[src/verilog/core_macros.svh]
`ifndef CORE_MACROS_SVH
`define CORE_MACROS_SVH

// datapath width
`define CORE_XLEN 32

// reorder buffer entries, power of two
`define CORE_ROB_DEPTH 8

// architectural register count
`define CORE_ARCH_REGS 32

// multiplier cycles from issue to completion
`define CORE_MDU_LATENCY 4

`endif

[src/verilog/core_pkg.sv]
`include "core_macros.svh"

package core_pkg;

  typedef logic [`CORE_XLEN-1:0] word_t;
  typedef logic [$clog2(`CORE_ROB_DEPTH)-1:0] rob_idx_t;
  typedef logic [$clog2(`CORE_ARCH_REGS)-1:0] arch_reg_t;

  typedef enum logic [2:0] {
    OP_ADD,
    OP_SUB,
    OP_AND,
    OP_OR,
    OP_XOR,
    OP_SLT,
    OP_MUL,
    OP_TRAP
  } op_e;

  // decoded op with operand values already read
  typedef struct packed {
    op_e       op;
    word_t     pc;
    logic      dest_valid;
    arch_reg_t arch_dest;
    word_t     src0;
    word_t     src1;
  } dispatch_t;

  typedef struct packed {
    logic     valid;
    op_e      op;
    rob_idx_t rob_idx;
    word_t    src0;
    word_t    src1;
  } exe_req_t;

  // lane completion into the rob
  typedef struct packed {
    logic     valid;
    rob_idx_t rob_idx;
    word_t    value;
    logic     exception;
  } cmt_t;

  typedef struct packed {
    logic      valid;
    word_t     pc;
    logic      dest_valid;
    arch_reg_t arch_dest;
    word_t     value;
    logic      exception;
  } retire_t;

endpackage

[src/verilog/dispatch_stage.sv]
module dispatch_stage import core_pkg::*; (
  input  logic      clk_i,
  input  logic      rst_n_i,
  input  logic      dispatch_valid_i,
  input  dispatch_t dispatch_i,
  input  logic      rob_full_i,
  input  rob_idx_t  alloc_idx_i,
  input  logic      mdu_busy_i,
  input  logic      flush_i,
  output logic      dispatch_ready_o,
  output logic      alloc_valid_o,
  output dispatch_t alloc_entry_o,
  output exe_req_t  alu_req_o,
  output exe_req_t  mdu_req_o
);

  logic      hold_valid_q;
  dispatch_t hold_q;
  logic      hold_is_mul;
  logic      stall;
  logic      issue;

  assign hold_is_mul = hold_q.op == OP_MUL;
  // held op leaves in the same cycle a new one is taken
  assign stall            = rob_full_i | (hold_valid_q & hold_is_mul & mdu_busy_i);
  assign dispatch_ready_o = ~flush_i & ~stall;
  assign issue            = hold_valid_q & dispatch_ready_o;

  assign alloc_valid_o = issue;
  assign alloc_entry_o = hold_q;

  always_comb begin
    alu_req_o = '{valid: issue & ~hold_is_mul, op: hold_q.op, rob_idx: alloc_idx_i,
                  src0: hold_q.src0, src1: hold_q.src1};
    mdu_req_o = '{valid: issue & hold_is_mul, op: hold_q.op, rob_idx: alloc_idx_i,
                  src0: hold_q.src0, src1: hold_q.src1};
  end

  always_ff @(posedge clk_i or negedge rst_n_i) begin
    if (!rst_n_i) begin
      hold_valid_q <= 1'b0;
    end else if (flush_i) begin
      hold_valid_q <= 1'b0;
    end else if (dispatch_ready_o) begin
      hold_valid_q <= dispatch_valid_i;
    end
  end

  always_ff @(posedge clk_i) begin
    if (dispatch_ready_o && dispatch_valid_i) begin
      hold_q <= dispatch_i;
    end
  end

endmodule

[src/verilog/alu_unit.sv]
module alu_unit import core_pkg::*; (
  input  logic     clk_i,
  input  logic     rst_n_i,
  input  exe_req_t req_i,
  input  logic     flush_i,
  output cmt_t     cmt_o
);

  word_t    result;
  logic     trap;
  logic     valid_q;
  rob_idx_t rob_idx_q;
  word_t    value_q;
  logic     exc_q;

  always_comb begin
    result = '0;
    trap   = 1'b0;
    case (req_i.op)
      OP_ADD:  result = req_i.src0 + req_i.src1;
      OP_SUB:  result = req_i.src0 - req_i.src1;
      OP_AND:  result = req_i.src0 & req_i.src1;
      OP_OR:   result = req_i.src0 | req_i.src1;
      OP_XOR:  result = req_i.src0 ^ req_i.src1;
      OP_SLT:  result = ($signed(req_i.src0) < $signed(req_i.src1)) ? word_t'(1) : '0;
      OP_TRAP: trap = 1'b1;
      default: result = '0;
    endcase
  end

  always_ff @(posedge clk_i or negedge rst_n_i) begin
    if (!rst_n_i) begin
      valid_q <= 1'b0;
    end else begin
      valid_q <= req_i.valid & ~flush_i;
    end
  end

  always_ff @(posedge clk_i) begin
    rob_idx_q <= req_i.rob_idx;
    value_q   <= result;
    exc_q     <= trap;
  end

  assign cmt_o = '{valid: valid_q, rob_idx: rob_idx_q, value: value_q, exception: exc_q};

endmodule

[src/verilog/mdu_unit.sv]
`include "core_macros.svh"

module mdu_unit import core_pkg::*; (
  input  logic     clk_i,
  input  logic     rst_n_i,
  input  exe_req_t req_i,
  input  logic     flush_i,
  output logic     busy_o,
  output cmt_t     cmt_o
);

  localparam int LATENCY = `CORE_MDU_LATENCY;
  localparam int CNT_W   = $clog2(LATENCY + 1);

  typedef enum logic {
    MDU_IDLE,
    MDU_BUSY
  } mdu_state_e;

  mdu_state_e       state_q;
  logic [CNT_W-1:0] cnt_q;
  rob_idx_t         rob_idx_q;
  word_t            product_q;
  logic             done;

  assign busy_o = state_q == MDU_BUSY;
  // last busy cycle carries the result
  assign done   = busy_o && (cnt_q == '0);

  always_ff @(posedge clk_i or negedge rst_n_i) begin
    if (!rst_n_i) begin
      state_q <= MDU_IDLE;
      cnt_q   <= '0;
    end else if (flush_i) begin
      state_q <= MDU_IDLE;
    end else if (req_i.valid) begin
      state_q <= MDU_BUSY;
      cnt_q   <= CNT_W'(LATENCY - 1);
    end else if (done) begin
      state_q <= MDU_IDLE;
    end else if (busy_o) begin
      cnt_q <= cnt_q - 1'b1;
    end
  end

  // low word of the product only
  always_ff @(posedge clk_i) begin
    if (req_i.valid) begin
      rob_idx_q <= req_i.rob_idx;
      product_q <= req_i.src0 * req_i.src1;
    end
  end

  assign cmt_o = '{valid: done, rob_idx: rob_idx_q, value: product_q, exception: 1'b0};

  // dispatch holds multiplies back while a product is in flight
  a_no_req_when_busy: assert property (
    @(posedge clk_i) disable iff (!rst_n_i) req_i.valid |-> !busy_o
  );

endmodule

[src/verilog/reorder_buffer.sv]
`include "core_macros.svh"

module reorder_buffer import core_pkg::*; (
  input  logic      clk_i,
  input  logic      rst_n_i,
  input  logic      alloc_valid_i,
  input  dispatch_t alloc_entry_i,
  input  cmt_t      alu_cmt_i,
  input  cmt_t      mdu_cmt_i,
  output rob_idx_t  alloc_idx_o,
  output logic      rob_full_o,
  output retire_t   retire_o,
  output logic      flush_o
);

  localparam int DEPTH = `CORE_ROB_DEPTH;
  localparam int CNT_W = $clog2(DEPTH + 1);

  rob_idx_t         head_q;
  rob_idx_t         tail_q;
  logic [CNT_W-1:0] count_q;
  logic [DEPTH-1:0] alloc_q;
  logic [DEPTH-1:0] done_q;
  logic             retire_en;

  // entry payload
  word_t     pc_q         [DEPTH];
  logic      dest_valid_q [DEPTH];
  arch_reg_t arch_dest_q  [DEPTH];
  word_t     value_q      [DEPTH];
  logic      exc_q        [DEPTH];

  assign alloc_idx_o = tail_q;
  assign rob_full_o  = count_q == CNT_W'(DEPTH);
  assign retire_en   = alloc_q[head_q] & done_q[head_q];
  assign flush_o     = retire_en & exc_q[head_q];

  always_comb begin
    retire_o.valid      = retire_en;
    retire_o.pc         = pc_q[head_q];
    retire_o.dest_valid = dest_valid_q[head_q];
    retire_o.arch_dest  = arch_dest_q[head_q];
    retire_o.value      = value_q[head_q];
    retire_o.exception  = exc_q[head_q];
  end

  // ======================================================================
  // pointers and entry state
  // ======================================================================
  always_ff @(posedge clk_i or negedge rst_n_i) begin
    if (!rst_n_i) begin
      head_q  <= '0;
      tail_q  <= '0;
      count_q <= '0;
      alloc_q <= '0;
      done_q  <= '0;
    end else if (flush_o) begin
      // trap at head, drop everything younger
      head_q  <= '0;
      tail_q  <= '0;
      count_q <= '0;
      alloc_q <= '0;
      done_q  <= '0;
    end else begin
      if (retire_en) begin
        alloc_q[head_q] <= 1'b0;
        done_q[head_q]  <= 1'b0;
        head_q          <= head_q + rob_idx_t'(1);
      end
      if (alloc_valid_i) begin
        alloc_q[tail_q] <= 1'b1;
        done_q[tail_q]  <= 1'b0;
        tail_q          <= tail_q + rob_idx_t'(1);
      end
      if (alu_cmt_i.valid) begin
        done_q[alu_cmt_i.rob_idx] <= 1'b1;
      end
      if (mdu_cmt_i.valid) begin
        done_q[mdu_cmt_i.rob_idx] <= 1'b1;
      end
      count_q <= count_q + CNT_W'(alloc_valid_i) - CNT_W'(retire_en);
    end
  end

  always_ff @(posedge clk_i) begin
    if (alloc_valid_i) begin
      pc_q[tail_q]         <= alloc_entry_i.pc;
      dest_valid_q[tail_q] <= alloc_entry_i.dest_valid;
      arch_dest_q[tail_q]  <= alloc_entry_i.arch_dest;
    end
    if (alu_cmt_i.valid) begin
      value_q[alu_cmt_i.rob_idx] <= alu_cmt_i.value;
      exc_q[alu_cmt_i.rob_idx]   <= alu_cmt_i.exception;
    end
    if (mdu_cmt_i.valid) begin
      value_q[mdu_cmt_i.rob_idx] <= mdu_cmt_i.value;
      exc_q[mdu_cmt_i.rob_idx]   <= mdu_cmt_i.exception;
    end
  end

  // rob must have a free slot for every allocation
  a_no_alloc_when_full: assert property (
    @(posedge clk_i) disable iff (!rst_n_i) alloc_valid_i |-> !rob_full_o
  );

  // lanes only complete ops that dispatch allocated
  a_alu_cmt_allocated: assert property (
    @(posedge clk_i) disable iff (!rst_n_i) alu_cmt_i.valid |-> alloc_q[alu_cmt_i.rob_idx]
  );

  a_mdu_cmt_allocated: assert property (
    @(posedge clk_i) disable iff (!rst_n_i) mdu_cmt_i.valid |-> alloc_q[mdu_cmt_i.rob_idx]
  );

endmodule

[src/verilog/arch_reg_file.sv]
`include "core_macros.svh"

module arch_reg_file import core_pkg::*; (
  input  logic      clk_i,
  input  logic      rst_n_i,
  input  retire_t   retire_i,
  input  arch_reg_t rd_addr_i,
  output word_t     rd_data_o
);

  word_t regs_q [`CORE_ARCH_REGS];
  logic  wr_en;

  // trapping ops leave the register state untouched
  assign wr_en = retire_i.valid & retire_i.dest_valid & ~retire_i.exception;

  always_ff @(posedge clk_i or negedge rst_n_i) begin
    if (!rst_n_i) begin
      for (int i = 0; i < `CORE_ARCH_REGS; i++) begin
        regs_q[i] <= '0;
      end
    end else if (wr_en) begin
      regs_q[retire_i.arch_dest] <= retire_i.value;
    end
  end

  assign rd_data_o = regs_q[rd_addr_i];

endmodule

[src/verilog/ooo_core.sv]
module ooo_core import core_pkg::*; (
  input  logic      clk_i,
  input  logic      rst_n_i,
  input  logic      dispatch_valid_i,
  input  dispatch_t dispatch_i,
  output logic      dispatch_ready_o,
  output retire_t   retire_o,
  output logic      flush_o,
  input  arch_reg_t rd_addr_i,
  output word_t     rd_data_o
);

  logic      alloc_valid;
  dispatch_t alloc_entry;
  rob_idx_t  alloc_idx;
  logic      rob_full;
  exe_req_t  alu_req;
  exe_req_t  mdu_req;
  logic      mdu_busy;
  cmt_t      alu_cmt;
  cmt_t      mdu_cmt;

  // ======================================================================
  // dispatch
  // ======================================================================
  dispatch_stage u_dispatch_stage (
    .clk_i            (clk_i),
    .rst_n_i          (rst_n_i),
    .dispatch_valid_i (dispatch_valid_i),
    .dispatch_i       (dispatch_i),
    .rob_full_i       (rob_full),
    .alloc_idx_i      (alloc_idx),
    .mdu_busy_i       (mdu_busy),
    .flush_i          (flush_o),
    .dispatch_ready_o (dispatch_ready_o),
    .alloc_valid_o    (alloc_valid),
    .alloc_entry_o    (alloc_entry),
    .alu_req_o        (alu_req),
    .mdu_req_o        (mdu_req)
  );

  // ======================================================================
  // execute lanes
  // ======================================================================
  alu_unit u_alu_unit (
    .clk_i   (clk_i),
    .rst_n_i (rst_n_i),
    .req_i   (alu_req),
    .flush_i (flush_o),
    .cmt_o   (alu_cmt)
  );

  mdu_unit u_mdu_unit (
    .clk_i   (clk_i),
    .rst_n_i (rst_n_i),
    .req_i   (mdu_req),
    .flush_i (flush_o),
    .busy_o  (mdu_busy),
    .cmt_o   (mdu_cmt)
  );

  // ======================================================================
  // reorder buffer and retire
  // ======================================================================
  reorder_buffer u_reorder_buffer (
    .clk_i         (clk_i),
    .rst_n_i       (rst_n_i),
    .alloc_valid_i (alloc_valid),
    .alloc_entry_i (alloc_entry),
    .alu_cmt_i     (alu_cmt),
    .mdu_cmt_i     (mdu_cmt),
    .alloc_idx_o   (alloc_idx),
    .rob_full_o    (rob_full),
    .retire_o      (retire_o),
    .flush_o       (flush_o)
  );

  arch_reg_file u_arch_reg_file (
    .clk_i     (clk_i),
    .rst_n_i   (rst_n_i),
    .retire_i  (retire_o),
    .rd_addr_i (rd_addr_i),
    .rd_data_o (rd_data_o)
  );

endmodule

[config.mk]
export PLATFORM = sky130hd
export DESIGN_NAME = ooo_core
export DESIGN_NICKNAME = d
export VERILOG_FILES = /design/src/verilog/core_pkg.sv /design/src/verilog/dispatch_stage.sv /design/src/verilog/alu_unit.sv /design/src/verilog/mdu_unit.sv /design/src/verilog/reorder_buffer.sv /design/src/verilog/arch_reg_file.sv /design/src/verilog/ooo_core.sv
export VERILOG_INCLUDE_DIRS = /design/src /design/src/verilog
export SDC_FILE = /design/constraint.sdc
export NUM_CORES = 2
export LEC_CHECK = 0
export BUFFER_PORTS_ARGS = -buffer_cell sky130_fd_sc_hd__clkbuf_2
export CAP_MARGIN = 40
export CORE_UTILIZATION = 46
export CTS_CLUSTER_SIZE = 16
export DETAILED_ROUTE_END_ITERATION = 8
export GPL_TIMING_DRIVEN = 0
export PLACE_DENSITY = 0.73
export SYNTH_ARGS = -nofsm -noshare
export SYNTH_HDL_FRONTEND = slang
export SYNTH_SLANG_ARGS = --single-unit
[constraint.sdc]
create_clock -name clk_i -period 16.87 [get_ports clk_i]
set_clock_uncertainty 0.1 [all_clocks]
set_input_delay 0.8435 -clock clk_i [delete_from_list [all_inputs] [get_ports clk_i]]
set_output_delay 0.8435 -clock clk_i [all_outputs]
set_load 0.05 [all_outputs]
==> flow_summary.json <==
{
  "final_common_cell": "nand2_1",
  "numCtsBuffers": 184,
  "yosys_warnings": 0,
  "yosys-top-cells-area": "dfrtp_1, edfxtp_1, fa_1",
  "drtPass1Iterations": 6,
  "routabilityCongestion": 1.02,
  "crit_cells": 26,
  "ys_types": 81,
  "grt_overflow": 0,
  "clockBufferDepth": 3,
  "drt-initial-drc-count": 9212,
  "final_cell_area_sq_mm": 0.106,
  "required_ns": 17.29,
  "hold_start": "dispatch_i[100]",
  "multi_input_area_sq_mm": 0.0408,
  "start_util_pct": 46.3,
  "vias_per_cell": 6.11,
  "synth_edf_count": 700,
  "seq_area_sq_mm": 0.0483,
  "grt_pass1_vias": 70700,
  "post-route-min-period_ns": 10.26,
  "fillers": 16700,
  "critPathMaxFanout": 10,
  "io_pins": 219,
  "cts-root-buf": "clkbuf_16",
  "rows": 165,
  "dp_hpwl_mm": 223,
  "grt_first_pass_wirelength_mm": 454,
  "finalCritPeriodShare_pct": 60.8,
  "grt_use_total_pct": 29.9,
  "die_w_microns": 453,
  "dpl-instance-area_sq_mm": 0.0998,
  "cp_slowest_cell": "clkinv_1",
  "synthesis.area_sq_mm": 0.0934,
  "critPathLaunch": "u_dispatch_stage.alloc_entry_o[38]$_DFFE_PP_",
  "holdPathStages": 1,
  "syn_avg_cell_area_sq_um": 11.6,
  "vias": 69600,
  "crit_type": "reg -> reg",
  "synth_area_leader_cell": "dfrtp_1",
  "synth_nets": 8773,
  "die_h_microns": 453,
  "cap_violations": 0,
  "fin_nets": 9325,
  "antenna_left": 0,
  "path_clk_slew_ns": 0.06,
  "tightest_slew_ns": 1.03,
  "cp.arrival_ns": 10.68,
  "synth_flop_cell": "dfrtp_1",
  "htreeDepth": 4,
  "synth_top_area_share_pct": 28.3,
  "start_kind": "register",
  "worstSkewPairLatency_ns": 0.84,
  "ys_seq_area_share_pct": 51.7,
  "path_common_cell": "fa_1",
  "reg2reg_depth": 26,
  "fin_ws_ns": 6.61,
  "routed_wl_mm": 307,
  "slew_headroom_pct": 31.3,
  "cts.sinks": 1800,
  "area_growth_pct": 13.7,
  "cpPeakStageDelay_ns": 0.69,
  "drc": 0,
  "hold_viol": 0,
  "synthArstFlopShare_pct": 58.7,
  "place_ws_ns": 7.02,
  "path_buf_inv": 5,
  "critPathCaptureType": "register",
  "port-buffer-count": 213,
  "drive_above_1_share_pct": 15.4,
  "status": "complete, no violations",
  "dieArea_sq_mm": 0.205,
  "cts_tree": "yes",
  "post_drt_wl_per_cell_microns": 26.9,
  "synth-seq-cells": 1800,
  "setup_violations": 0,
  "antenna_found_initial": 19,
  "drv_slew": 0,
  "final_cell_mix": "nand2_1, dfrtp_1, o21ai_0, edfxtp_1, nor2_1",
  "fp.coreArea_sq_mm": 0.202,
  "timing.rr.start": "u_dispatch_stage.alloc_entry_o[38]$_DFFE_PP_",
  "netlist_instances": 8021,
  "hp-class": "in -> reg",
  "critPathTopFamily": "adder cells",
  "grt_setup_unrepaired": "false",
  "max_freq_mhz": 97.4,
  "grt_max_degree": 115
}
## stage by stage
| stage | util, % | hold slack [ns] | setup TNS, ns | cells |
|---|---|---|---|---|
| 5_1_grt | 52.6 | 0.0539 | 0 | 11400 |
| 3_3_place_gp | 48.5 | 0.356 | -9741.53 | 10900 |
| 3_5_place_dp | 49.4 | 0.365 | 0 | 11000 |
| 2_1_floorplan | - | 0.345 | 0 | 8021 |
| 4_1_cts | 52.6 | 0.0238 | 0 | 11400 |
| 6_report | 52.6 | 0.0671 | 0 | 11400 |
## cells by family after synthesis
logic type | after synthesis | synth area share (%)
simple gates | 1987 | 8.69
flops | 1800 | 51.7
compound gates | 1701 | 10.5
buf+inv | 1151 | 4.74
fa+ha+maj | 639 | 11.9
mux | 625 | 11.4
xor+xnor | 118 | 1.11
## cell usage after synthesis, types with 8 or more instances
library cell	number
mux4_2	320
a22oi_1	302
o21a_1	9
a21o_1	29
a21oi_1	357
buf_2	64
nand2_1	1092
xnor2_1	96
clkbuf_1	502
edfxtp_1	700
dfxtp_1	44
mux2_2	289
and4_1	33
xor2_1	22
o22ai_1	18
mux2i_1	15
nand4_1	43
buf_1	44
clkinv_1	10
a31oi_1	10
and2_1	8
nor3_1	31
o221ai_1	15
o21ai_1	35
a221oi_1	12
ha_1	228
dfrtp_1	1056
o21ai_0	819
o21bai_1	20
a211oi_1	13
nor2b_1	21
nand2b_1	17
fa_1	411
nor2_1	666
nand3_1	23
inv_1	519
or3_1	10
## sequential cells by signal, indices dropped and copies added (netlist names), 3 cells and up
| register | flops |
|---|---|
| u_reorder_buffer.value_q | 256 |
| u_alu_unit.value_q | 32 |
| u_alu_unit.rob_idx_q | 3 |
| u_mdu_unit.rob_idx_q | 3 |
| u_reorder_buffer.count_q | 4 |
| u_mdu_unit.cnt_q | 3 |
| u_mdu_unit.product_q | 32 |
| u_reorder_buffer.alloc_q | 8 |
| u_reorder_buffer.arch_dest_q | 40 |
| u_arch_reg_file.regs_q | 1024 |
| u_reorder_buffer.head_q | 3 |
| u_reorder_buffer.alloc_idx_o | 3 |
| u_dispatch_stage.alloc_entry_o | 105 |
| u_reorder_buffer.dest_valid_q | 8 |
| u_reorder_buffer.exc_q | 8 |
| u_reorder_buffer.pc_q | 256 |
| u_reorder_buffer.done_q | 8 |
## area by class of cell
class | count | share of cell area (%)
diodes | 5 | 0.0118
flip-flops and latches | 1800 | 45.5
clock buffers | 252 | 4.81
well taps | 2672 | 3.15
clock inverters | 82 | 0.941
plain buffers | 616 | 2.28
repair buffers | 366 | 3.05
multi-input cells | 5070 | 38.4
inverters | 535 | 1.89
## worst reg2reg max path, delay by kind of cell (launching register included)
family / cells / cell delay, ns
buffers and inverters: 5 / 1.90
AOI/OAI and AO/OA: 8 / 2.52
and+or+nand+nor: 3 / 0.78
DFF: 1 / 0.58
adders and majority gates: 9 / 3.78
xor gates and xnor gates: 1 / 0.29
## layer usage
metal,global-route usage [%],vias up,wire length (microns)
met1,37.4,35200,111000
met4,18.3,18,21400
met3,7.06,988,32300
li1,-,29000,-
met5,0,-,112
met2,47.0,4383,142000
## worst paths after layout
path	to	slack, ns
worst min register to register	u_arch_reg_file.regs_q[178]$_DFFE_PN0P_	0.37
worst max-delay path	u_mdu_unit.product_q[31]$_DFFE_PP_	6.61
max in group asynchronous	u_arch_reg_file.regs_q[570]$_DFFE_PN0P_	14.09
min in group asynchronous	u_arch_reg_file.regs_q[777]$_DFFE_PN0P_	0.33
worst min-delay path	u_dispatch_stage.alloc_entry_o[100]$_DFFE_PP_	0.07
worst max register to register	u_mdu_unit.product_q[31]$_DFFE_PP_	6.61
## timing repair
action,in CTS,in global routing
resized for setup,0,0
buffers inserted,0,0
hold buffers,26,0
endpoints found under the hold margin,48,0
Power is not shown: default switching activity piles up to over one toggle a cycle in this logic, so the estimate is an artifact.
